### src/rtl/dcache_pkg.sv
package dcache_pkg;

  localparam int addr_w         = 32;
  localparam int line_w         = 128;
  localparam int index_w        = 4;
  localparam int offset_w       = 4;
  localparam int tag_w          = addr_w - index_w - offset_w;
  localparam int num_lines      = 1 << index_w;
  localparam int cpu_data_w     = 64;
  localparam int axil_data_w    = 32;
  localparam int beats_per_line = line_w / axil_data_w;
  localparam int beat_w         = 2;                          // enough for beats_per_line

  typedef enum logic [1:0] {
    sz_byte   = 2'b00,
    sz_half   = 2'b01,
    sz_word   = 2'b10,
    sz_double = 2'b11
  } access_size_e;

  typedef enum logic [2:0] {
    st_idle,
    st_lookup,
    st_writeback,
    st_refill,
    st_fill_wait,
    st_respond
  } ctrl_state_e;

  // clears the low offset bits so the access sits on its natural boundary
  function automatic logic [offset_w-1:0] align_offset(input logic [offset_w-1:0] offset,
                                                       input access_size_e size);
    logic [offset_w-1:0] low_bits;
    low_bits = (offset_w'(1) << size) - offset_w'(1);
    return offset & ~low_bits;
  endfunction

  function automatic logic [cpu_data_w-1:0] size_mask(input access_size_e size);
    case (size)
      sz_byte: return cpu_data_w'(8'hff);
      sz_half: return cpu_data_w'(16'hffff);
      sz_word: return cpu_data_w'(32'hffff_ffff);
      default: return '1;                                     // full double
    endcase
  endfunction

endpackage

### src/rtl/data_array.sv
module data_array (
  input  logic                                clk,
  input  logic                                wren,
  input  logic                                fill,        // whole-line write from refill
  input  logic [dcache_pkg::index_w-1:0]      index,
  input  logic [dcache_pkg::offset_w-1:0]     offset,
  input  dcache_pkg::access_size_e            size,
  input  logic [dcache_pkg::cpu_data_w-1:0]   store_data,
  input  logic [dcache_pkg::line_w-1:0]       fill_line,
  output logic [dcache_pkg::line_w-1:0]       line_out
);

  import dcache_pkg::*;

  logic [line_w-1:0]   lines [0:num_lines-1];
  logic [offset_w-1:0] lane_off;
  logic [6:0]          lane_shift;                           // bit position of the lane
  logic [line_w-1:0]   lane_mask;
  logic [line_w-1:0]   lane_data;

  assign lane_off   = align_offset(offset, size);
  assign lane_shift = {lane_off, 3'b000};

  // only the low 1/2/4/8 bytes of store_data take part
  assign lane_mask = line_w'(size_mask(size)) << lane_shift;
  assign lane_data = line_w'(store_data) << lane_shift;

  always_ff @(negedge clk) begin
    if (wren) begin
      if (fill) begin
        lines[index] <= fill_line;                           // refill replaces the line
      end else begin
        lines[index] <= (lines[index] & ~lane_mask) | (lane_data & lane_mask);
      end
    end
  end

  assign line_out = lines[index];                            // combinational read

endmodule

### src/rtl/tag_array.sv
module tag_array (
  input  logic                            clk,
  input  logic                            rst,
  input  logic [dcache_pkg::index_w-1:0]  index,
  input  logic [dcache_pkg::tag_w-1:0]    tag,
  input  logic                            update,        // install clean valid entry
  input  logic                            set_dirty,
  output logic                            hit,
  output logic                            victim_dirty,
  output logic [dcache_pkg::tag_w-1:0]    victim_tag
);

  import dcache_pkg::*;

  logic [num_lines-1:0] valid;
  logic [num_lines-1:0] dirty;
  logic [tag_w-1:0]     tags [0:num_lines-1];

  always_ff @(posedge clk) begin
    if (rst) begin
      valid <= '0;
      dirty <= '0;
    end else if (update) begin
      valid[index] <= 1'b1;
      dirty[index] <= 1'b0;
    end else if (set_dirty) begin
      dirty[index] <= 1'b1;
    end
  end

  always_ff @(posedge clk) begin
    if (update) begin
      tags[index] <= tag;
    end
  end

  assign victim_tag   = tags[index];
  assign hit          = valid[index] && (tags[index] == tag);
  assign victim_dirty = valid[index] && dirty[index];       // a stale dirty bit never counts

endmodule

### src/rtl/cache_ctrl.sv
module cache_ctrl (
  input  logic                                clk,
  input  logic                                rst,
  // cpu request / response
  input  logic                                req_valid,
  input  logic                                req_write,
  input  dcache_pkg::access_size_e            req_size,
  input  logic [dcache_pkg::addr_w-1:0]       req_addr,
  input  logic [dcache_pkg::cpu_data_w-1:0]   req_wdata,
  output logic                                req_ready,
  output logic                                resp_valid,
  output logic [dcache_pkg::cpu_data_w-1:0]   resp_rdata,
  // tag array
  input  logic                                hit,
  input  logic                                victim_dirty,
  input  logic [dcache_pkg::tag_w-1:0]        victim_tag,
  output logic                                update,
  output logic                                set_dirty,
  output logic [dcache_pkg::tag_w-1:0]        new_tag,
  // data array
  input  logic [dcache_pkg::line_w-1:0]       line_out,
  output logic                                wren,
  output logic                                fill,
  output dcache_pkg::access_size_e            size,
  output logic [dcache_pkg::offset_w-1:0]     offset,
  output logic [dcache_pkg::index_w-1:0]      index,
  output logic [dcache_pkg::cpu_data_w-1:0]   store_data,
  // line master
  input  logic [dcache_pkg::line_w-1:0]       rline,
  input  logic                                done,
  output logic                                start,
  output logic                                write,
  output logic [dcache_pkg::addr_w-1:0]       line_addr,
  output logic [dcache_pkg::line_w-1:0]       wline
);

  import dcache_pkg::*;

  ctrl_state_e          state;
  ctrl_state_e          state_nxt;
  logic                 write_q;
  access_size_e         size_q;
  logic [addr_w-1:0]    addr_q;
  logic [cpu_data_w-1:0] wdata_q;
  logic [line_w-1:0]    load_line;

  always_ff @(posedge clk) begin
    if (rst) begin
      state <= st_idle;
    end else begin
      state <= state_nxt;
    end
  end

  // accepted request is held until its response
  always_ff @(posedge clk) begin
    if (req_valid && req_ready) begin
      write_q <= req_write;
      size_q  <= req_size;
      addr_q  <= req_addr;
      wdata_q <= req_wdata;
    end
  end

  assign index      = addr_q[offset_w +: index_w];
  assign offset     = addr_q[offset_w-1:0];
  assign new_tag    = addr_q[addr_w-1 -: tag_w];
  assign size       = size_q;
  assign store_data = wdata_q;
  assign wline      = line_out;                              // victim line, latched by the master

  assign req_ready  = (state == st_idle);
  assign resp_valid = (state == st_respond);

  // load value: shift the addressed lane down, keep only its bytes
  assign load_line  = line_out >> {align_offset(offset, size_q), 3'b000};
  assign resp_rdata = load_line[cpu_data_w-1:0] & size_mask(size_q);

  always_comb begin
    state_nxt = state;
    wren      = 1'b0;
    fill      = 1'b0;
    update    = 1'b0;
    set_dirty = 1'b0;
    start     = 1'b0;
    write     = 1'b0;
    line_addr = {new_tag, index, {offset_w{1'b0}}};          // line of the request

    case (state)
      st_idle: begin
        if (req_valid) state_nxt = st_lookup;
      end
      st_lookup: begin
        if (hit) begin
          state_nxt = st_respond;
        end else begin
          start = 1'b1;
          if (victim_dirty) begin
            write     = 1'b1;
            line_addr = {victim_tag, index, {offset_w{1'b0}}};
            state_nxt = st_writeback;
          end else begin
            state_nxt = st_refill;
          end
        end
      end
      st_writeback: begin
        if (done) begin
          start     = 1'b1;                                  // victim is out, fetch new line
          state_nxt = st_refill;
        end
      end
      st_refill: begin
        if (done) state_nxt = st_fill_wait;
      end
      st_fill_wait: begin
        wren      = 1'b1;
        fill      = 1'b1;
        update    = 1'b1;
        state_nxt = st_respond;
      end
      st_respond: begin
        wren      = write_q;                                 // lane store at the falling edge
        set_dirty = write_q;
        state_nxt = st_idle;
      end
      default: state_nxt = st_idle;
    endcase
  end

endmodule

### src/rtl/axil_line_master.sv
module axil_line_master (
  input  logic                                   clk,
  input  logic                                   rst,
  input  logic                                   start,
  input  logic                                   write,
  input  logic [dcache_pkg::addr_w-1:0]          line_addr,
  input  logic [dcache_pkg::line_w-1:0]          wline,
  output logic                                   done,
  output logic [dcache_pkg::line_w-1:0]          rline,
  // AXI4-Lite master
  output logic                                   m_axil_awvalid,
  input  logic                                   m_axil_awready,
  output logic [dcache_pkg::addr_w-1:0]          m_axil_awaddr,
  output logic                                   m_axil_wvalid,
  input  logic                                   m_axil_wready,
  output logic [dcache_pkg::axil_data_w-1:0]     m_axil_wdata,
  output logic [dcache_pkg::axil_data_w/8-1:0]   m_axil_wstrb,
  input  logic                                   m_axil_bvalid,
  output logic                                   m_axil_bready,
  output logic                                   m_axil_arvalid,
  input  logic                                   m_axil_arready,
  output logic [dcache_pkg::addr_w-1:0]          m_axil_araddr,
  input  logic                                   m_axil_rvalid,
  output logic                                   m_axil_rready,
  input  logic [dcache_pkg::axil_data_w-1:0]     m_axil_rdata
);

  import dcache_pkg::*;

  typedef enum logic [1:0] {ph_idle, ph_addr, ph_resp} phase_e;

  phase_e             phase;
  logic [beat_w-1:0]  beat;
  logic               aw_sent;                               // AW taken for this beat
  logic               w_sent;                                // W taken for this beat
  logic               write_q;
  logic [addr_w-1:0]  base_q;
  logic [line_w-1:0]  wline_q;
  logic               last_beat;
  logic [addr_w-1:0]  beat_addr;

  assign last_beat = (beat == beat_w'(beats_per_line - 1));
  assign beat_addr = {base_q[addr_w-1:offset_w], beat, {(offset_w - beat_w){1'b0}}};

  always_ff @(posedge clk) begin
    if (rst) begin
      phase   <= ph_idle;
      beat    <= '0;
      aw_sent <= 1'b0;
      w_sent  <= 1'b0;
      done    <= 1'b0;
    end else begin
      done <= 1'b0;
      case (phase)
        ph_idle: begin
          if (start) begin
            phase   <= ph_addr;
            beat    <= '0;
            aw_sent <= 1'b0;
            w_sent  <= 1'b0;
          end
        end
        ph_addr: begin
          if (write_q) begin
            if (m_axil_awvalid && m_axil_awready) aw_sent <= 1'b1;
            if (m_axil_wvalid && m_axil_wready) w_sent <= 1'b1;
            if ((aw_sent || m_axil_awready) && (w_sent || m_axil_wready)) begin
              phase <= ph_resp;                              // both halves of the write are in
            end
          end else if (m_axil_arready) begin
            phase <= ph_resp;
          end
        end
        ph_resp: begin
          if (write_q ? m_axil_bvalid : m_axil_rvalid) begin
            aw_sent <= 1'b0;
            w_sent  <= 1'b0;
            beat    <= beat + 1'b1;
            if (last_beat) begin
              phase <= ph_idle;
              done  <= 1'b1;
            end else begin
              phase <= ph_addr;
            end
          end
        end
        default: phase <= ph_idle;
      endcase
    end
  end

  always_ff @(posedge clk) begin
    if (phase == ph_idle && start) begin
      write_q <= write;
      base_q  <= line_addr;
      wline_q <= wline;
    end
    if (phase == ph_resp && !write_q && m_axil_rvalid) begin
      rline[beat*axil_data_w +: axil_data_w] <= m_axil_rdata;  // word k fills bytes 4k..4k+3
    end
  end

  assign m_axil_awvalid = (phase == ph_addr) && write_q && !aw_sent;
  assign m_axil_wvalid  = (phase == ph_addr) && write_q && !w_sent;
  assign m_axil_arvalid = (phase == ph_addr) && !write_q;
  assign m_axil_bready  = (phase == ph_resp) && write_q;
  assign m_axil_rready  = (phase == ph_resp) && !write_q;

  assign m_axil_awaddr  = beat_addr;
  assign m_axil_araddr  = beat_addr;
  assign m_axil_wdata   = wline_q[beat*axil_data_w +: axil_data_w];
  assign m_axil_wstrb   = '1;

endmodule

### src/rtl/dcache_top.sv
module dcache_top (
  input  logic                                   clk,
  input  logic                                   rst,
  input  logic                                   req_valid,
  input  logic                                   req_write,
  input  dcache_pkg::access_size_e               req_size,
  input  logic [dcache_pkg::addr_w-1:0]          req_addr,
  input  logic [dcache_pkg::cpu_data_w-1:0]      req_wdata,
  output logic                                   req_ready,
  output logic                                   resp_valid,
  output logic [dcache_pkg::cpu_data_w-1:0]      resp_rdata,
  output logic                                   m_axil_awvalid,
  input  logic                                   m_axil_awready,
  output logic [dcache_pkg::addr_w-1:0]          m_axil_awaddr,
  output logic                                   m_axil_wvalid,
  input  logic                                   m_axil_wready,
  output logic [dcache_pkg::axil_data_w-1:0]     m_axil_wdata,
  output logic [dcache_pkg::axil_data_w/8-1:0]   m_axil_wstrb,
  input  logic                                   m_axil_bvalid,
  output logic                                   m_axil_bready,
  output logic                                   m_axil_arvalid,
  input  logic                                   m_axil_arready,
  output logic [dcache_pkg::addr_w-1:0]          m_axil_araddr,
  input  logic                                   m_axil_rvalid,
  output logic                                   m_axil_rready,
  input  logic [dcache_pkg::axil_data_w-1:0]     m_axil_rdata
);

  import dcache_pkg::*;

  logic                  hit, victim_dirty, update, set_dirty;
  logic [tag_w-1:0]      victim_tag, new_tag;
  logic                  wren, fill;
  access_size_e          size;
  logic [offset_w-1:0]   offset;
  logic [index_w-1:0]    index;
  logic [cpu_data_w-1:0] store_data;
  logic [line_w-1:0]     line_out, rline, wline;
  logic                  start, write, done;
  logic [addr_w-1:0]     line_addr;

  cache_ctrl i_ctrl (
    .clk, .rst,
    .req_valid, .req_write, .req_size, .req_addr, .req_wdata,
    .req_ready, .resp_valid, .resp_rdata,
    .hit, .victim_dirty, .victim_tag, .update, .set_dirty, .new_tag,
    .line_out, .wren, .fill, .size, .offset, .index, .store_data,
    .rline, .done, .start, .write, .line_addr, .wline
  );

  tag_array i_tags (
    .clk, .rst, .index, .tag(new_tag), .update, .set_dirty,
    .hit, .victim_dirty, .victim_tag
  );

  data_array i_data (
    .clk, .wren, .fill, .index, .offset, .size, .store_data,
    .fill_line(rline), .line_out
  );

  axil_line_master i_axil (
    .clk, .rst, .start, .write, .line_addr, .wline, .done, .rline,
    .m_axil_awvalid, .m_axil_awready, .m_axil_awaddr,
    .m_axil_wvalid, .m_axil_wready, .m_axil_wdata, .m_axil_wstrb,
    .m_axil_bvalid, .m_axil_bready,
    .m_axil_arvalid, .m_axil_arready, .m_axil_araddr,
    .m_axil_rvalid, .m_axil_rready, .m_axil_rdata
  );

endmodule

### config.mk
export PLATFORM = sky130hd
export DESIGN_NAME = dcache_top
export DESIGN_NICKNAME = d
export VERILOG_FILES = /design/src/rtl/dcache_pkg.sv /design/src/rtl/data_array.sv /design/src/rtl/tag_array.sv /design/src/rtl/cache_ctrl.sv /design/src/rtl/axil_line_master.sv /design/src/rtl/dcache_top.sv
export SDC_FILE = /design/constraint.sdc
export NUM_CORES = 2
export LEC_CHECK = 0
export BUFFER_PORTS_ARGS = -buffer_cell sky130_fd_sc_hd__buf_2
export CAP_MARGIN = 20
export CORE_MARGIN = 2
export CORE_UTILIZATION = 50
export DETAILED_ROUTE_END_ITERATION = 10
export GPL_TIMING_DRIVEN = 0
export PLACE_DENSITY = 0.66
export REMOVE_ABC_BUFFERS = 1
export SLEW_MARGIN = 20
export SYNTH_ARGS = -nofsm -noshare
export SYNTH_HDL_FRONTEND = slang
export SYNTH_SLANG_ARGS = --single-unit
### constraint.sdc
create_clock -name clk -period 12.2 [get_ports clk]
set_input_delay 0 -clock clk [delete_from_list [all_inputs] [get_ports clk]]
set_output_delay 0 -clock clk [all_outputs]
set_load 0.02 [all_outputs]
==> Yosys cells after proc, flatten, opt, wreduce, memory -nomap -nowiden <==
Memory sizes are Yosys's and may differ from the RTL's. A register that Yosys moved wholly into a read port is not among the register bits.
Index checks and enable logic that the tools add are counted.
{ "word_totals": {"input_bits": 139, "memories": 2, "ff_bits": 426, "out_inout_bits": 171, "ramBits": 2432, "word_cells": 154} }
{ "op_classes": {"order_cmp": 2, "n_addsub": 3, "n_eq_ne": 21, "n_mux": 55, "n_reduce_logical": 33, "n_shift": 7, "bitwise_logic": 15} }
{ "mem_list": {"columns": ["name", "depth", "word_bits", "rd", "rd_ports_with_merged_regs", "wr", "line", "source"], "rows": [
  ["i_data.lines", 16, 128, 1, 0, 1, "data_array.sv:15", "logic [line_w-1:0] lines [0:num_lines-1];"],
  ["i_tags.tags", 16, 24, 1, 1, 1, "tag_array.sv:17", "logic [tag_w-1:0] tags [0:num_lines-1];"]
]} }
{ "ops": {"columns": ["operator", "n"], "rows": [
  ["128-bit bitwise AND", 2],
  ["64-bit by 7-bit << shifter with 128-bit output", 2],
  ["64-bit case mux with 3 select lines", 1],
  ["128-bit bitwise mux", 1],
  ["128-bit two-way mux", 1],
  ["128-bit NOT", 1],
  ["128-bit OR", 1],
  ["32-bit by 34-bit variable shift with 128-bit output (first input constant)", 1],
  ["128-bit by 8-bit indexed part select with 32-bit output", 1],
  ["32-bit by 34-bit indexed part select with 128-bit output", 1],
  ["128-bit by 7-bit right shift with 64-bit output", 1],
  ["32-bit two-way mux", 3],
  ["64-bit bitwise AND", 1],
  ["7-bit negator with 34-bit output", 1],
  ["16-bit two-way mux", 2],
  ["16-bit OR", 2],
  ["1-bit two-way mux", 25],
  ["24-bit == test", 1],
  ["16-bit bitwise AND", 1],
  ["16-bit NOT", 1],
  ["1-bit logical AND", 15],
  ["3-bit case mux with 5 select lines", 1],
  ["2-bit two-way mux", 7],
  ["2-bit by 1-bit != test with 1-bit output (second input constant)", 7],
  ["other kinds (36)", 56]
]} }

==> Longest topological paths before layout <==
{ "depth": {"depth_word": 9, "depth_mapped": 15, "ltp_nobuf": 9} }

==> Cells and area by module <==
Synthesis repeated with hierarchy kept, for this count alone.
{ "hier_totals": {"cells_unflattened": 6254, "hier_area_um2": 117998.2} }
{ "modules_own_cells": {"columns": ["mod", "cells_per_inst", "seq_area_each_um2", "n_inst", "area_per_inst_um2"], "rows": [
  ["data_array", 3850, 61499.0, 1, 81745.9],
  ["tag_array", 889, 12171.7, 1, 16698.5],
  ["axil_line_master", 570, 8698.3, 1, 10983.0],
  ["cache_ctrl", 945, 3032.9, 1, 8570.7]
]} }

==> flow_summary.yaml <==
run_status:
  status: "finished, final reports clean"
layout:
  nets: 9127
  nFillCells: 15353
  design_area_um2: 149000
  final_util_pct: 64.7
  drive_gt1_share_pct: 23.1
  area_delta_synth_final_pct: 28.5
  instances_no_fill: 12249
drt:
  ant_nets: 0
  finalWirelength_mm: 353
  drt_iter0_drc: 9364
  routedWlPerCell_um: 28.8
  firstDrtPassIters: 8
  via_count: 73604
  viasPerCell: 6.01
  drt_drc_violations_left: 0
placement:
  place_congestion: 0.828
  dp_hpwl_mm: 221
  dpl-instance-area_um2: 128000
  place_ws_ns: 0.695
  numPortBuffers: 301
  placedCellCount: 9370
grt:
  grt_pass1_vias: 76161
  grt_overflow: 0
  grt_max_degree: 57
  antenna_found_initial: 15
  grtUsageTotal_pct: 29.9
  grt_pass1_wl_mm: 504
die:
  initial_core_util_pct: 50.4
  num_rows: 176
  dieWidth_um: 485
  core-area_um2: 230000
  die_area_um2: 236000
  io_pins: 310
  die_h_um: 485
clock_network:
  cts_tree: "built"
  htreeDepth: 5
  cts_buffers: 320
  clock-sinks: 2862
  cts-root-buf: "clkbuf_16"
  clk_latency_ns: 0.99
  post_cts_buffers: 0
  cts.clk_slew.worst_paths_ns: 0.07
  cts.repair.resized: 0
  cts.path.max_buffers: 4
critical_path:
  crit_path_cell_trace: "buf_8 > buf_8 > nor2_4 > and2_4 > buf_16 > buf_12 > nor2_4 > buf_12 > nand2_1 > nand2_1 > nand2_2 > a21oi_1 > o21ai_1"
  cp_max_fo: 45
  slowest_delay_ns: 0.83
  rrSetupSlack_ns: 0.36
  cp.buffers_inverters: 5
  crit_type: "flip-flop to flip-flop"
  worstPathRequired_ns: 6.64
  cpMaxStageDelayCell: "o21ai_1"
  critPathCaptureType: "flip-flop"
  critPathArrivalTime_ns: 6.27
  critPathLaunchType: "flip-flop"
  crit_family: "simple AND/OR/NAND/NOR gates"
synth:
  syn_area_um2: 116000
  yosysSeqAreaShare_pct: 73.8
  synth-edff-count: 2816
  yosysTopAreaCell: "edfxtp_1"
  synth_top_area_share_pct: 73.0
  synth-main-ff-cell: "edfxtp_1"
  syn_inst: 6025
  async_reset_ff_share_pct: 0
  synthTopCellsByArea: "edfxtp_1, mux4_2, mux2i_1"
  ys_warn_count: 0
  avgSynthCellArea_um2: 19.2
  ys_seq_elements: 2862
  synth.distinct_cells: 75
power_and_ir_drop:
  comb_power_share_pct: 10.1
  p_seq_share_pct: 42.3
  p_switching_mw: 7.45
  total_power_mw: 26.1
  clock_power_share_pct: 47.6
  powerDensity_nw_per_um2: 175
  leakage_nw: 57.7
  p_int_mw: 18.6
  ir_worst_vdd_uv: 146
  switching_share_pct: 28.6
timing:
  tns_ns: 0
  relSlewSlack_pct: 23.0
  final_max_slew_viol_count: 0
  hold_viol: 0
  worstMarginPinSlew_ns: 1.15
  rsz0062_at_grt: "no"
  worst_hold_slack_ns: 0.0417
  fin_skew_ns: 0.123
  setup_ws_ns: 0.365
  setup_violations: 0
min_path:
  worstHoldPathType: "input pin to flip-flop"
run:
  cap_violations: 0
-- synthesized netlist by cell type, types with 4 or more instances --
master	instances
a2111oi_0	4
mux2_4	13
and3_1	11
nand3_1	65
inv_1	18
buf_6	10
nor2_1	338
nor2b_1	10
buf_1	86
nor3_1	43
o21ai_0	194
mux2_2	41
ha_1	6
nand4_1	4
a22o_1	5
mux4_2	761
buf_2	24
mux4_1	4
nand2b_1	45
edfxtp_1	2816
nor3b_1	6
and2_1	52
a21oi_1	173
a22oi_1	36
a211oi_1	31
xor2_1	11
buf_4	46
mux2i_1	205
nor4_1	5
o22ai_1	41
xnor2_1	16
o221ai_1	11
a221oi_1	14
a311oi_1	9
a211o_1	6
or3_1	6
clkbuf_1	238
a31oi_1	26
nand2_1	481
nand3b_1	7
o211ai_1	7
dfxtp_1	46
-- power groups by stage --
stage / registers (mW) / clock network (mW) / logic, mW
floorplan: 11.4 / 0.992 / 1.75
global placement: 11.5 / 0.992 / 2.83
detailed placement: 11.2 / 0.992 / 2.50
CTS: 11.0 / 12.6 / 2.59
global route: 11.0 / 13.4 / 2.74
finish: 11.0 / 12.4 / 2.64
-- what timing repair did --
action,in CTS,in global routing
hold buffers,268,0
setup endpoints to repair,0,0
hold endpoints to repair,341,0
-- logic make-up after synthesis --
| family | share of synthesized area (%) |
|---|---|
| flip-flops | 73.8 |
| adder cells (fa/ha/maj) | 0.0648 |
| other | 0.00648 |
| XOR/XNOR | 0.204 |
| AO/OA/AOI/OAI | 3.07 |
| multiplexers | 17.2 |
| buffers and inverters | 1.63 |
| AND/OR/NAND/NOR | 4.05 |
-- routing by layer --
layer / track usage (%) / wire length [µm] / vias to the layer above
li1: - / - / 30446
met1: 38.4 / 126000 / 37439
met4: 16.5 / 19200 / 12
met2: 46.9 / 169000 / 4688
met3: 7.61 / 38900 / 1019
met5: 0 / 86 / -
-- state kept, by name, indices dropped and copies added (netlist names), 2 cells and up, named ones only --
register / cells
i_axil.base_q: 28
i_ctrl.addr_q: 32
i_ctrl.size: 2
i_axil.phase: 2
i_axil.beat: 2
i_ctrl.state: 3
i_ctrl.store_data: 64
i_data.lines: 2048
i_tags.valid: 16
i_tags.tags: 384
i_axil.rline: 128
i_axil.wline_q: 128
-- cells in the final DEF (no fill, tap or decap), types with 43 or more instances in the layout --
master         synthesis  final
and2_1                52     43
nand3_1               65     65
edfxtp_1            2816   2816
clkbuf_16              0    340
buf_12                 1    121
a21oi_1              173    172
buf_2                 24    301
mux4_2               761    761
dlygate4sd3_1          0    268
o21ai_0              194     66
nor2_1               338    300
o21ai_1                1    116
mux2i_1              205    205
nand2b_1              45     43
inv_1                 18   2089
nand2_1              481    467
buf_8                  0    130
buf_16                 0    120
-- final timing paths --
path,start,to,cells past startpoint
hold / removal,m_axil_rdata[6],i_axil.rline[6],3
setup reg to reg,i_ctrl.size[1],i_data.lines[1][97],13
setup / recovery,i_ctrl.size[1],i_data.lines[1][97],13
hold reg to reg,i_tags.valid[6],i_tags.valid[6],2
-- area by class of cell --
type                            count  area [µm²]  share of cell area, %
Timing Repair Buffer              987       12300                   8.23
Sequential cell                  2862       85500                   57.4
Clock buffer                      378        8790                   5.90
Antenna cell                        6        15.0                 0.0101
Clock inverter                   2227        9410                   6.32
Tap cell                         3026        3790                   2.54
Inverter                           19        77.6                 0.0521
Multi-Input combinational cell   2744       29100                   19.5
-- worst reg2reg max path: stages, from the launching register on --
cell and delay, ns:
edfxtp_1 0.56, buf_8 0.25, buf_8 0.19, nor2_4 0.74
and2_4 0.47, buf_16 0.28, buf_12 0.33, nor2_4 0.26
buf_12 0.23, nand2_1 0.18, nand2_1 0.09, nand2_2 0.68
a21oi_1 0.18, o21ai_1 0.84
(Power assumes the default switching activity.)
